**config.mk**
```make
export PLATFORM = sky130hd
export DESIGN_NAME = awb_top
export DESIGN_NICKNAME = d
export VERILOG_FILES = /design/src/source/awb_pkg.sv /design/src/source/awb_divider.sv /design/src/source/awb_retinex.sv /design/src/source/awb_gain_apply.sv /design/src/source/awb_top.sv
export SDC_FILE = /design/constraint.sdc
export NUM_CORES = 1
export LEC_CHECK = 0
export BUFFER_PORTS_ARGS = -buffer_cell sky130_fd_sc_hd__buf_4
export CAP_MARGIN = 20
export CELL_PAD_IN_SITES_DETAIL_PLACEMENT = 1
export CELL_PAD_IN_SITES_GLOBAL_PLACEMENT = 2
export CORE_MARGIN = 2
export CORE_UTILIZATION = 43
export CTS_CLUSTER_SIZE = 40
export DETAILED_ROUTE_END_ITERATION = 10
export PLACE_DENSITY_LB_ADDON = 0.1
export SYNTH_ARGS = -nofsm -noshare
export SYNTH_HDL_FRONTEND = slang
export SYNTH_SLANG_ARGS = --single-unit
```
**constraint.sdc**
```tcl
create_clock -name clk_i -period 6.9 [get_ports clk_i]
set_input_delay 1.035 -clock clk_i [delete_from_list [all_inputs] [get_ports clk_i]]
set_output_delay 1.035 -clock clk_i [all_outputs]
set_load 0.005 [all_outputs]
```
**src/source/awb_pkg.sv**
```systemverilog
package awb_pkg;

////////////////////////////////////////////////////////////
// Widths
////////////////////////////////////////////////////////////

localparam int PX_WIDTH      = 10;
localparam int FRACT_WIDTH   = 10;
localparam int COEF_WIDTH    = PX_WIDTH + FRACT_WIDTH;
localparam int PROD_WIDTH    = PX_WIDTH + COEF_WIDTH;
localparam int DIV_CNT_WIDTH = $clog2( COEF_WIDTH + 1 );

typedef logic [PX_WIDTH - 1 : 0]      pixel_t;
typedef logic [COEF_WIDTH - 1 : 0]    coef_t;
typedef logic [PROD_WIDTH - 1 : 0]    prod_t;
typedef logic [DIV_CNT_WIDTH - 1 : 0] div_cnt_t;

// Gain of 1.0 in fixed point.
localparam coef_t GAIN_UNITY = coef_t'( 1 ) << FRACT_WIDTH;

////////////////////////////////////////////////////////////
// Stream beat
////////////////////////////////////////////////////////////

typedef struct packed {
  pixel_t r;
  pixel_t g;
  pixel_t b;
} rgb_t;

typedef struct packed {
  logic sof;
  logic eol;
  rgb_t px;
} video_beat_t;

typedef enum logic {
  DIV_IDLE,
  DIV_BUSY
} div_state_t;

endpackage

```
**src/source/awb_divider.sv**
```systemverilog
`timescale 1ns/1ps

module awb_divider
  import awb_pkg::*;
(
  input  logic  clk_i,
  input  logic  rst_i,
  input  logic  start_i,
  input  coef_t dividend_i,
  input  coef_t divisor_i,
  output logic  done_o,
  output coef_t quotient_o
);

div_state_t            state;
div_cnt_t              bit_cnt;
coef_t                 divisor;
coef_t                 rem;
coef_t                 quot;
logic                  div_zero;
logic                  fits;
logic [COEF_WIDTH : 0] rem_shifted;
logic [COEF_WIDTH : 0] rem_diff;

// Bring down the next dividend bit.
assign rem_shifted = { rem, quot[COEF_WIDTH - 1] };
assign rem_diff    = rem_shifted - { 1'b0, divisor };
assign fits        = ( rem_shifted >= { 1'b0, divisor } );

always_ff @( posedge clk_i, posedge rst_i )
  if( rst_i )
    begin
      state   <= DIV_IDLE;
      bit_cnt <= '0;
      done_o  <= 1'b0;
    end
  else
    begin
      done_o <= 1'b0;
      case( state )
        DIV_IDLE:
          if( start_i )
            begin
              state   <= DIV_BUSY;
              bit_cnt <= '0;
            end
        DIV_BUSY:
          if( bit_cnt == div_cnt_t'( COEF_WIDTH ) )
            begin
              state  <= DIV_IDLE;
              done_o <= 1'b1;
            end
          else
            bit_cnt <= bit_cnt + 1'b1;
        default:
          state <= DIV_IDLE;
      endcase
    end

// One quotient bit per cycle, then a finishing cycle.
always_ff @( posedge clk_i )
  if( state == DIV_IDLE && start_i )
    begin
      divisor  <= divisor_i;
      div_zero <= ( divisor_i == '0 );
      rem      <= '0;
      quot     <= dividend_i;
    end
  else if( state == DIV_BUSY )
    if( bit_cnt == div_cnt_t'( COEF_WIDTH ) )
      quotient_o <= div_zero ? '1 : quot;
    else
      begin
        rem  <= fits ? rem_diff[COEF_WIDTH - 1 : 0] : rem_shifted[COEF_WIDTH - 1 : 0];
        quot <= { quot[COEF_WIDTH - 2 : 0], fits };
      end

endmodule

```
**src/source/awb_retinex.sv**
```systemverilog
`timescale 1ns/1ps

module awb_retinex
  import awb_pkg::*;
(
  input  logic        clk_i,
  input  logic        rst_i,
  input  video_beat_t beat_i,
  input  logic        beat_fire_i,
  output coef_t       r_gain_o,
  output coef_t       b_gain_o
);

rgb_t  px_max;
rgb_t  max_snap;
logic  div_start;
coef_t g_dividend;
coef_t r_quot;
coef_t b_quot;
logic  r_done;
logic  b_done;

////////////////////////////////////////////////////////////
// Per-frame maxima
////////////////////////////////////////////////////////////

always_ff @( posedge clk_i, posedge rst_i )
  if( rst_i )
    px_max <= '0;
  else
    if( beat_fire_i )
      if( beat_i.sof )
        px_max <= beat_i.px;
      else
        begin
          if( beat_i.px.r > px_max.r )
            px_max.r <= beat_i.px.r;
          if( beat_i.px.g > px_max.g )
            px_max.g <= beat_i.px.g;
          if( beat_i.px.b > px_max.b )
            px_max.b <= beat_i.px.b;
        end

// Frame start freezes last frame's maxima for the dividers.
always_ff @( posedge clk_i )
  if( beat_fire_i && beat_i.sof )
    max_snap <= px_max;

always_ff @( posedge clk_i, posedge rst_i )
  if( rst_i )
    div_start <= 1'b0;
  else
    div_start <= beat_fire_i && beat_i.sof;

assign g_dividend = coef_t'( max_snap.g ) << FRACT_WIDTH;

////////////////////////////////////////////////////////////
// Gain dividers
////////////////////////////////////////////////////////////

awb_divider r_gain_div (
  .clk_i      ( clk_i                  ),
  .rst_i      ( rst_i                  ),
  .start_i    ( div_start              ),
  .dividend_i ( g_dividend             ),
  .divisor_i  ( coef_t'( max_snap.r )  ),
  .done_o     ( r_done                 ),
  .quotient_o ( r_quot                 )
);

awb_divider b_gain_div (
  .clk_i      ( clk_i                  ),
  .rst_i      ( rst_i                  ),
  .start_i    ( div_start              ),
  .dividend_i ( g_dividend             ),
  .divisor_i  ( coef_t'( max_snap.b )  ),
  .done_o     ( b_done                 ),
  .quotient_o ( b_quot                 )
);

always_ff @( posedge clk_i, posedge rst_i )
  if( rst_i )
    begin
      r_gain_o <= GAIN_UNITY;
      b_gain_o <= GAIN_UNITY;
    end
  else
    begin
      if( r_done )
        r_gain_o <= r_quot;
      if( b_done )
        b_gain_o <= b_quot;
    end

endmodule

```
**src/source/awb_gain_apply.sv**
```systemverilog
`timescale 1ns/1ps

module awb_gain_apply
  import awb_pkg::*;
(
  input  logic        clk_i,
  input  logic        rst_i,
  input  video_beat_t in_beat_i,
  input  logic        in_valid_i,
  output logic        in_ready_o,
  input  coef_t       r_gain_i,
  input  coef_t       b_gain_i,
  output video_beat_t out_beat_o,
  output logic        out_valid_o,
  input  logic        out_ready_i
);

coef_t  r_gain_work;
coef_t  b_gain_work;
coef_t  r_gain_sel;
coef_t  b_gain_sel;
logic   in_fire;
logic   s1_valid;
logic   s1_ready;
logic   s2_ready;
logic   s1_sof;
logic   s1_eol;
pixel_t s1_g;
prod_t  s1_r_prod;
prod_t  s1_b_prod;

function automatic pixel_t sat_px( prod_t prod );
  if( |prod[PROD_WIDTH - 1 : FRACT_WIDTH + PX_WIDTH] )
    return '1;
  else
    return prod[FRACT_WIDTH +: PX_WIDTH];
endfunction

assign s2_ready   = !out_valid_o || out_ready_i;
assign s1_ready   = !s1_valid || s2_ready;
assign in_ready_o = s1_ready;
assign in_fire    = in_valid_i && s1_ready;

// A frame's first beat already uses the new gains.
assign r_gain_sel = in_beat_i.sof ? r_gain_i : r_gain_work;
assign b_gain_sel = in_beat_i.sof ? b_gain_i : b_gain_work;

always_ff @( posedge clk_i, posedge rst_i )
  if( rst_i )
    begin
      s1_valid    <= 1'b0;
      out_valid_o <= 1'b0;
      r_gain_work <= GAIN_UNITY;
      b_gain_work <= GAIN_UNITY;
    end
  else
    begin
      if( s1_ready )
        s1_valid <= in_valid_i;
      if( s2_ready )
        out_valid_o <= s1_valid;
      if( in_fire && in_beat_i.sof )
        begin
          r_gain_work <= r_gain_i;
          b_gain_work <= b_gain_i;
        end
    end

////////////////////////////////////////////////////////////
// Multiply, then shift and saturate
////////////////////////////////////////////////////////////

always_ff @( posedge clk_i )
  begin
    if( in_fire )
      begin
        s1_sof    <= in_beat_i.sof;
        s1_eol    <= in_beat_i.eol;
        s1_g      <= in_beat_i.px.g;
        s1_r_prod <= in_beat_i.px.r * r_gain_sel;
        s1_b_prod <= in_beat_i.px.b * b_gain_sel;
      end
    if( s1_valid && s2_ready )
      begin
        out_beat_o.sof  <= s1_sof;
        out_beat_o.eol  <= s1_eol;
        out_beat_o.px.g <= s1_g;
        out_beat_o.px.r <= sat_px( s1_r_prod );
        out_beat_o.px.b <= sat_px( s1_b_prod );
      end
  end

endmodule

```
**src/source/awb_top.sv**
```systemverilog
`timescale 1ns/1ps

module awb_top
  import awb_pkg::*;
(
  input  logic        clk_i,
  input  logic        rst_i,
  input  video_beat_t in_beat_i,
  input  logic        in_valid_i,
  output logic        in_ready_o,
  output video_beat_t out_beat_o,
  output logic        out_valid_o,
  input  logic        out_ready_i,
  output coef_t       r_gain_o,
  output coef_t       b_gain_o
);

logic beat_fire;

// Statistics see exactly the beats the gain stage accepts.
assign beat_fire = in_valid_i && in_ready_o;

awb_retinex awb_retinex_i (
  .clk_i       ( clk_i      ),
  .rst_i       ( rst_i      ),
  .beat_i      ( in_beat_i  ),
  .beat_fire_i ( beat_fire  ),
  .r_gain_o    ( r_gain_o   ),
  .b_gain_o    ( b_gain_o   )
);

awb_gain_apply awb_gain_apply_i (
  .clk_i       ( clk_i       ),
  .rst_i       ( rst_i       ),
  .in_beat_i   ( in_beat_i   ),
  .in_valid_i  ( in_valid_i  ),
  .in_ready_o  ( in_ready_o  ),
  .r_gain_i    ( r_gain_o    ),
  .b_gain_i    ( b_gain_o    ),
  .out_beat_o  ( out_beat_o  ),
  .out_valid_o ( out_valid_o ),
  .out_ready_i ( out_ready_i )
);

endmodule

```
Word level (Yosys, flattened, before mapping)
Index checks and enable logic that the tools add are counted.

operators by class
  add/subtract/negate cells = 4
  multipliers = 2
  order comparisons = 5
  eq/ne operators = 8
  multiplexer cells = 28
  bitwise gates (word level) = 6
  reductions and logical operators = 29

operators by type and width
  cell                 count
  $mux 20              10
  $mul 10x20->30       2
  $ge 21x10->1         2
  $logic_not 20->1     2
  $sub 20x10->20       2
  $gt 10x10->1         3
  $mux 10              3
  $mux 30              1
  $pmux 5 s2           2
  $reduce_or 10->1     2
  $reduce_and 2->1     9
  $mux 5               3
  $add 5x1->5 const B  2
  $eq 5x5->1 const B   2
  $reduce_bool 2->1    5
  $ne 2x2->1 const B   4
  $mux 1               7
  $not 1->1            6
  $reduce_and 3->1     2
  $logic_and 1x1->1    5
  $ne 2x1->1 const B   2
  $pmux 1 s2           2
  $logic_not 1->1      2
  $logic_or 1x1->1     2

word-level totals
  register bits after elaboration = 403
  output and inout bits = 74

Logic depth before layout (Yosys ltp)
Gate-level depths: netlist of run 1.

  depth after elaboration = 5
  depth in mapped cells = 24

Cells and area by module
Synthesis of run 1 repeated with hierarchy kept, for this count alone.

second synthesis, totals
  cell total of the unflattened synthesis = 2932
  area, all modules = 30765.8 um^2

by module, submodules not included
  module                                  instances  cells an instance  area an instance (um^2)  sequential area each (um^2)
  awb_gain_apply                          1          1630               16723.5                  3575.9
  awb_retinex                             1          432                5041.1                   2680.1
  awb_divider (awb_retinex_i.b_gain_div)  1          451                4541.9                   2407.3
  awb_divider (awb_retinex_i.r_gain_div)  1          418                4453.0                   2407.3
  awb_top                                 1          1                  6.3                      0.0

Worst setup path after synthesis of run 1
Ideal clock, no wire load.

  kind = input-to-reg
  start point = in in_beat_i[31] in the netlist's numbering
  end point = reg awb_gain_apply_i.s1_r_prod[28] (data pin)
  setup time = 0.266 ns
  arrival = 6.727 ns
  setup slack = -0.093 ns
  stages = 19
  cell sequence = buf_2 buf_1 clkbuf_1 mux2_2 and2_1 fa_1 fa_1 fa_1 fa_1 fa_1 ha_1 a21oi_1 nor3_1 o32ai_1 a21oi_2 a31o_2 and4_1 nor4b_1 a21oi_1

on the way
  longest elaborated chain between the ends = 2

ends and longest elaborated chain
  item                  RTL line              RTL
  from (decl)           awb_top.sv:8          input video_beat_t in_beat_i,
  $mux 20               awb_gain_apply.sv:45  assign r_gain_sel = in_beat_i.sof ? r_gain_i : r_gain_work;
  $mul 10x20->30        awb_gain_apply.sv:80  s1_r_prod <= in_beat_i.px.r * r_gain_sel;
  to (signal assigned)  awb_gain_apply.sv:80
  to (decl)             awb_gain_apply.sv:29  prod_t s1_r_prod;

No other way between the ends.
A chain may end at the register's enable or synchronous reset.

Worst setup path after layout of run 1
Same ends and word-level chain as after synthesis.

==> results of run 1 <==
==> per-stage QoR <==
step                      instance area (um2)  cells
after floorplan                         28100   2610
after global placement                  30000   3525
final                                   31500   3613
after global routing                    31500   3613
after CTS                               31500   3609
after detailed placement                30000   3526
==> path summary, 6_finish.rpt <==
check | end | slack, ns
setup / recovery | awb_gain_apply_i.s1_r_prod[28] | 0.51
hold / removal | awb_gain_apply_i.out_beat_o[15] | 0.42
setup reg to reg | awb_gain_apply_i.s1_r_prod[28] | 0.92
hold reg to reg | awb_gain_apply_i.out_beat_o[15] | 0.42
max in group asynchronous | awb_retinex_i.r_gain_o[10] | 5.24
min in group asynchronous | awb_retinex_i.b_gain_o[11] | 0.52
==> critical path: stages <==
cell and delay (ns):
buf_4 0.14, buf_12 0.18, mux2_2 0.45, and2_1 0.21
fa_1 0.51, fa_1 0.57, fa_1 0.43, fa_1 0.53
inv_1 0.06, fa_1 0.48, inv_1 0.05, ha_1 0.32
nand2_1 0.17, o22ai_1 0.16, o32ai_1 0.35, a21oi_2 0.12
a31o_2 0.29, and4_1 0.18, nor4b_1 0.31, a21oi_1 0.10
==> synth_stat cells, types with 20 or more instances <==
| library cell | count | share of area, % |
|---|---|---|
| nor2_1 | 62 | 0.83 |
| clkbuf_1 | 75 | 1.0 |
| o21ai_1 | 34 | 0.61 |
| a21o_1 | 26 | 0.69 |
| a21oi_1 | 63 | 1.1 |
| nor3_1 | 25 | 0.45 |
| dfxtp_1 | 60 | 4.3 |
| or2_2 | 64 | 1.4 |
| ha_1 | 180 | 8.0 |
| inv_1 | 336 | 4.5 |
| xnor2_1 | 33 | 1.0 |
| dfrtp_1 | 123 | 11 |
| nand2_1 | 293 | 3.9 |
| mux2_2 | 121 | 4.9 |
| nand3_1 | 64 | 1.1 |
| a22o_1 | 20 | 0.62 |
| xor2_1 | 21 | 0.65 |
| fa_1 | 284 | 20 |
| edfxtp_1 | 196 | 21 |
| nor2b_1 | 30 | 0.67 |
| o21ai_0 | 74 | 1.3 |
| and2_1 | 198 | 4.4 |
==> routing by layer <==
metal	up-vias	share of wire, %
met5	-	0.012
met4	2	1.5
met2	268	45
met1	9871	50
li1	8883	-
met3	82	3.8
==> cell families (layout without fill, tap and decap cells) <==
| group | Yosys count | in the layout | synth area share (%) |
|---|---|---|---|
| DFF | 383 | 383 | 36.6 |
| buffers and inverters | 427 | 575 | 5.78 |
| adders and majority gates | 464 | 464 | 28.3 |
| AOI/OAI and AO/OA | 312 | 312 | 7.04 |
| muxes | 137 | 137 | 5.44 |
| and+or+nand+nor | 833 | 833 | 15.2 |
| xor gates and xnor gates | 54 | 54 | 1.68 |
==> cell type report <==
class | count | share of cell area [%]
Clock buffer | 57 | 3.75
Clock inverter | 26 | 0.984
Inverter | 337 | 4.03
Multi-Input combinational cell | 1800 | 51.4
Sequential cell | 383 | 32.6
Tap cell | 855 | 3.39
Timing Repair Buffer | 155 | 3.87
==> flow_summary.toml, run 1 <==
[synth]
yosysUniqueCellTypes = 74
synth_seq_cells = 383
ys.flop_type = "edfxtp_1"
syn_area_um2 = 28100
ys_warn_count = 0
synth.avg_cell_area_um2 = 10.8
synth_edf_count = 196
synth_fp_nets = 3110
synth_seq_area_share_pct = 36.6
synthesis.instances = 2610
async_flop_share_pct = 33.2

[sta]
hold_violations = 0
clock_skew_ns = 0.0191
maxSlewViolCount = 0
setup_viol = 0
fmax_mhz = 156
period_minus_slack_ns = 6.39
fin_ws_ns = 0.507
grt_setup_unrepaired = "false"
setup_tns_ns = 0
finalCritPeriodShare_pct = 92.6
worst_hold_slack_ns = 0.421
relSlewSlack_pct = 30.1
worst_pin_slew_ns = 1.04

[final_layout]
multiInputGateArea_um2 = 16200
top_regs = "awb_gain_apply_i.out_beat_o x32, awb_retinex_i.px_max x30"
top_register = "awb_gain_apply_i.out_beat_o"
n_antenna_cell = 0
syn_to_final_growth_pct = 12.2
fill_cells = 7000
seq_area_um2 = 10300
drive_above_1_share_pct = 15.5
final_util_pct = 48.8
largest_reg_flops = 32
final_common_cell = "inv_1"
nets = 3222
final_cell_mix = "334 x inv_1, 292 x nand2_1, 284 x fa_1"

[critical_path]
cp_max_fo = 21
arrival_ns = 6.70
rr_worst_depth = 18
worstPathRequired_ns = 7.21
regToRegStartpoint = "awb_retinex_i.r_gain_o[11]"
path_class = "in -> reg"
worst_setup_path_end_kind = "flip-flop"
crit_path_start_kind = "input pin"
cp-startpoint = "in_beat_i[31]"

[clock_tree]
cts_resized = 0
cts_tree = "built"
cts.sinks = 383
worstSkewPairLatency_ns = 0.58
root_buffer = "clkbuf_16"
cts-hold-fix-buffers = 0
clk_pin_slew_ns = 0.05
htreeDepth = 2
post-cts-setup-buffer-count = 0
clockBufferDepth = 3
numCtsBuffers = 45

[drt]
ant_nets = 0
drt_drc_violations_left = 0
drt_iter0_drc = 963
via_per_inst = 5.29
dr.pass1.iters = 5
wl_um = 73700
vias = 19106
wl_per_cell_um = 20.4

[grt]
grt_pass1_vias = 21481
met3_usage_pct = 3.39
use_met1_pct = 33.7
antenna_found_initial = 1
grt_pass1_wl_um = 121000
busiest_layer = "met2"
grt_overflow = 0
track_usage_pct = 22.8
grt_max_degree = 75
grtUsageMet2_pct = 35.7

[floorplanning]
die_x_um = 260
dieHeight_um = 260
rows = 93
core_um2 = 64600
dieArea_um2 = 67400
io_pins = 110
initial_core_util_pct = 43.5

[status]
outcome = "completed"

[placement]
io_buffers = 109
dp_slack_ns = -0.0759
finalWeightedCongestion = 0.847
hpwl_um = 54900

[min_path]
hold_path.class = "reg -> reg"
min_from = "awb_gain_apply_i.s1_g[5]"
whs_path_depth = 0

[job]
maxCapViolCount = 0
Power of run 1 is not shown: default switching activity piles up to over one toggle a cycle in this logic, so the estimate is an artifact.
==> run 2: changes to the inputs <==
--- a/config.mk
+++ b/config.mk
@@ -10,7 +10,7 @@
 export CELL_PAD_IN_SITES_DETAIL_PLACEMENT = 1
 export CELL_PAD_IN_SITES_GLOBAL_PLACEMENT = 2
 export CORE_MARGIN = 2
-export CORE_UTILIZATION = 43
+export CORE_UTILIZATION = 39
 export CTS_CLUSTER_SIZE = 40
 export DETAILED_ROUTE_END_ITERATION = 10
 export PLACE_DENSITY_LB_ADDON = 0.1
==> constraint.sdc (replaced) <==
create_clock -name clk_i -period 5.6 [get_ports clk_i]
set_input_delay 0.84 -clock clk_i [delete_from_list [all_inputs] [get_ports clk_i]]
set_output_delay 0.84 -clock clk_i [all_outputs]
set_load 0.005 [all_outputs]
==> flow_summary.toml, run 2 (synthesized netlist as in run 1, its figures left out) <==
[critical_path]
regToRegStartpoint = "awb_retinex_i.r_gain_o[6]"
reg2reg_slack_ns = -0.06
reg2reg_to = "awb_gain_apply_i.s1_r_prod[28]"
worstPathRequired_ns = 5.90
path_class = "in -> reg"
rr_worst_depth = 17
arrival_ns = 6.06
crit_path_start_kind = "input pin"
worst_setup_path_end_kind = "flip-flop"
cp_max_fo = 9

[final_layout]
top_regs = "awb_gain_apply_i.out_beat_o x32, awb_retinex_i.px_max x30"
n_antenna_cell = 0
finalInstanceArea_um2 = 35000
syn_to_final_growth_pct = 24.6
final_cell_mix = "394 x buf_4, 309 x inv_1, 284 x nand2_1"
final_common_cell = "buf_4"
largest_reg_flops = 32
drive_above_1_share_pct = 28.3
nets = 3499
top_register = "awb_gain_apply_i.out_beat_o"

[floorplanning]
dieHeight_um = 272
core_um2 = 71400
initial_core_util_pct = 39.4
dieArea_um2 = 74200
rows = 98
die_x_um = 272
io_pins = 110

[sta]
grt_setup_unrepaired = "true"
fin_ws_ns = -0.162
worst_hold_slack_ns = 0.405
clock_skew_ns = 0.0559
relSlewSlack_pct = 29.6
worst_pin_slew_ns = 1.05
period_minus_slack_ns = 5.76
maxSlewViolCount = 0
setup_viol = 13
hold_violations = 0
fmax_mhz = 174
finalCritPeriodShare_pct = 103
setup_tns_ns = -0.962

[drt]
drt_drc_violations_left = 0
dr.pass1.iters = 5
ant_nets = 0
vias = 20203
wl_per_cell_um = 19.8
drt_iter0_drc = 983
wl_um = 78700
via_per_inst = 5.07

[grt]
antenna_found_initial = 1
grt_pass1_wl_um = 129000
grt_pass1_vias = 22607
grt_max_degree = 91
track_usage_pct = 21.9
grt_overflow = 0

[min_path]
min_from = "awb_gain_apply_i.s1_eol"
worst_hold_path.endpoint = "awb_gain_apply_i.out_beat_o[30]"
hold_path.class = "reg -> reg"
whs_path_depth = 0

[placement]
finalWeightedCongestion = 0.814
dp_slack_ns = -0.972
placed_area_um2 = 32300
io_buffers = 109
hpwl_um = 59400

[clock_tree]
cts_tree = "built"
clockBufferDepth = 3
worstSkewPairLatency_ns = 0.61
root_buffer = "clkbuf_16"
numCtsBuffers = 45
cts.sinks = 383
cts-hold-fix-buffers = 0
clk_pin_slew_ns = 0.06
htreeDepth = 2

[status]
outcome = "complete, but fails checks"
violations = "setup timing"

[job]
maxCapViolCount = 0
## run 2: changes by cell type in the layout (fill, tap and decap cells not counted), sizes merged
cell,change
buf,+274
mux2,+3
inv,-2
clkinv,+4
clkinvlp,-1
bufinv,-1
clkbuf,+1
## run 2: timing repair
item | in CTS | in global routing
cloned | 6 | 0
setup endpoints to repair | 32 | 34
pin swaps | 64 | 61
gates resized for setup | 86 | 86
setup buffers | 21 | 14
## run 2: layout make-up
cell class / count / area, um2
Fill cell: 7721 / 36300
Tap cell: 950 / 1190
Timing Repair Buffer: 429 / 3580
Clock buffer: 58 / 1200
Clock inverter: 26 / 288
Inverter: 337 / 1270
Sequential cell: 383 / 10300
Multi-Input combinational cell: 1803 / 17200
## run 2: worst max path at each step
stage	start	endpoint	slack [ns]	depth (start not counted)
after floorplan	in_beat_i[31]	awb_gain_apply_i.s1_r_prod[29]	-0.57	19
after global placement	in_beat_i[31]	awb_gain_apply_i.s1_b_prod[24]	-0.87	21
after detailed placement	in_beat_i[31]	awb_gain_apply_i.s1_b_prod[29]	-0.97	21
after CTS	in_beat_i[31]	awb_gain_apply_i.s1_b_prod[27]	-0.12	23
after global routing	in_beat_i[31]	awb_gain_apply_i.s1_r_prod[29]	-0.28	19
final	in_beat_i[31]	awb_gain_apply_i.s1_r_prod[28]	-0.16	19
## run 2: routing by layer
metal	part of all wire (%)	global-route usage [%]	routed length [um]
met5	0.017	0	13
met4	1.3	4.09	1060
met3	3.3	2.99	2620
met2	45	34.0	35500
met1	50	32.8	39500
## run 2: worst max-delay path, stage by stage
cell	delay, ns
buf_16	0.13
buf_12	0.15
mux2_4	0.36
and2_1	0.19
fa_1	0.52
fa_1	0.44
fa_1	0.59
fa_1	0.46
fa_2	0.59
ha_4	0.21
buf_4	0.16
nand4_1	0.12
o22ai_4	0.11
o32ai_4	0.32
a21oi_4	0.08
a31o_2	0.28
and4_1	0.20
nor4b_2	0.21
a21oi_1	0.06
## run 2: per-stage QoR
step	cells	utilization [%]
after floorplan	2610	-
after CTS	3968	48.3
after global placement	3857	45.3
after global routing	3986	49.1
final	3986	49.1
after detailed placement	3857	45.3
Power of run 2 is left out for the same reason.
==> run 3: changes to the inputs <==
==> constraint.sdc (replaced) <==
create_clock -name clk_i -period 4.65 [get_ports clk_i]
set_input_delay 0.6975 -clock clk_i [delete_from_list [all_inputs] [get_ports clk_i]]
set_output_delay 0.6975 -clock clk_i [all_outputs]
set_load 0.005 [all_outputs]
==> flow_summary.toml, run 3 (synthesized netlist as in run 1, its figures left out) <==
[sta]
clock_skew_ns = 0.0532
hold_violations = 0
period_minus_slack_ns = 5.66
setup_viol = 40
relSlewSlack_pct = 32.7
fin_ws_ns = -1.01
finalCritPeriodShare_pct = 122
worst_pin_slew_ns = 1.01
maxSlewViolCount = 0
grt_setup_unrepaired = "true"
fmax_mhz = 177

[final_layout]
drive_above_1_share_pct = 32.1
top_regs = "awb_gain_apply_i.out_beat_o x32, awb_retinex_i.px_max x30"
n_antenna_cell = 0
fill_cells = 7644
finalInstanceArea_um2 = 35900
top_register = "awb_gain_apply_i.out_beat_o"
nets = 3561
final_common_cell = "buf_4"
final_cell_mix = "429 x buf_4, 304 x inv_1, 264 x nand2_1"
final_util_pct = 50.3
syn_to_final_growth_pct = 27.7
largest_reg_flops = 32

[placement]
finalWeightedCongestion = 0.830
placed_area_um2 = 32500
dp_slack_ns = -1.81
io_buffers = 109
hpwl_um = 59100

[clock_tree]
cts.sinks = 383
root_buffer = "clkbuf_16"
clk_pin_slew_ns = 0.06
clockBufferDepth = 3
numCtsBuffers = 44
worstSkewPairLatency_ns = 0.61
htreeDepth = 2
cts_tree = "built"

[critical_path]
path_class = "in -> reg"
arrival_ns = 5.96
worstPathRequired_ns = 4.96
crit_path_start_kind = "input pin"
reg2reg_slack_ns = -0.97
worst_setup_path_end_kind = "flip-flop"
cp_max_fo = 8

[drt]
vias = 20578
ant_nets = 0
via_per_inst = 5.09
wl_per_cell_um = 19.7
wl_um = 79900
dr.pass1.iters = 5
drt_iter0_drc = 919
drt_drc_violations_left = 0

[grt]
grt_pass1_wl_um = 129000
grt_pass1_vias = 22817
grt_max_degree = 97
track_usage_pct = 21.9
antenna_found_initial = 0
grt_overflow = 0

[min_path]
hold_path.class = "in -> async"

[floorplanning]
dieHeight_um = 272
dieArea_um2 = 74200
die_x_um = 272
initial_core_util_pct = 39.4
io_pins = 110
core_um2 = 71400
rows = 98

[status]
outcome = "complete, but fails checks"
violations = "setup timing"

[job]
maxCapViolCount = 0
run 3: final cells by class:
class | instances | area, um2 | share of cell area, %
clock buffers | 56 | 1200 | 3.33
multi-input cells | 1802 | 17600 | 49.0
inverters | 337 | 1270 | 3.54
clock inverters | 25 | 277 | 0.771
repair buffers | 493 | 4080 | 11.4
well taps | 950 | 1190 | 3.31
flip-flops and latches | 383 | 10300 | 28.6
run 3: per-stage QoR:
stage / TNS, ns / cells / hold slack [ns]
3_3_place_gp: -58.96 / 3878 / 0.401
3_5_place_dp: -61.51 / 3878 / 0.406
2_1_floorplan: -37.53 / 2610 / 0.400
5_1_grt: -37.23 / 4046 / 0.272
6_report: -31.84 / 4046 / 0.268
4_1_cts: -30.32 / 4003 / 0.247
run 3: worst paths after layout:
check	startpoint	end	depth (start not counted)
min	rst_i	awb_retinex_i.b_gain_div.bit_cnt[1]	2
max in group asynchronous	rst_i	awb_gain_apply_i.r_gain_work[10]	3
min in group clk_i	in_beat_i[15]	awb_gain_apply_i.s1_g[5]	1
max reg2reg	awb_gain_apply_i.r_gain_work[7]	awb_gain_apply_i.s1_r_prod[27]	19
min reg2reg	awb_gain_apply_i.s1_g[8]	awb_gain_apply_i.out_beat_o[18]	0
max	in_beat_i[31]	awb_gain_apply_i.s1_r_prod[27]	21
run 3: repair_timing:
item,4_1_cts,5_1_grt
cloned,2,1
setup buffers,45,45
hold buffers,0,0
setup endpoints to repair,40,40
pin swaps,108,119
gates resized for setup,156,143
run 3: critical path, cell delays in order:
cell and delay, ns:
buf_16 0.13, buf_12 0.13, mux2_4 0.33, buf_6 0.14, and2_1 0.17, fa_2 0.56
fa_1 0.44, fa_2 0.54, fa_1 0.45, fa_1 0.50, ha_4 0.30, nand4_1 0.10
buf_6 0.15, o31ai_4 0.25, nor3_2 0.07, a21oi_2 0.26, a41oi_4 0.18, buf_6 0.16
o21ai_4 0.15, a21oi_2 0.08, xnor2_1 0.13
run 3: metal layers:
metal,track usage [%],up-vias,wire [um]
met2,33.9,320,35900
met1,33.4,10629,40000
li1,-,9552,-
met3,2.20,77,2700
met5,0,-,0
met4,4.31,0,1290
Power of run 3 is left out for the same reason.
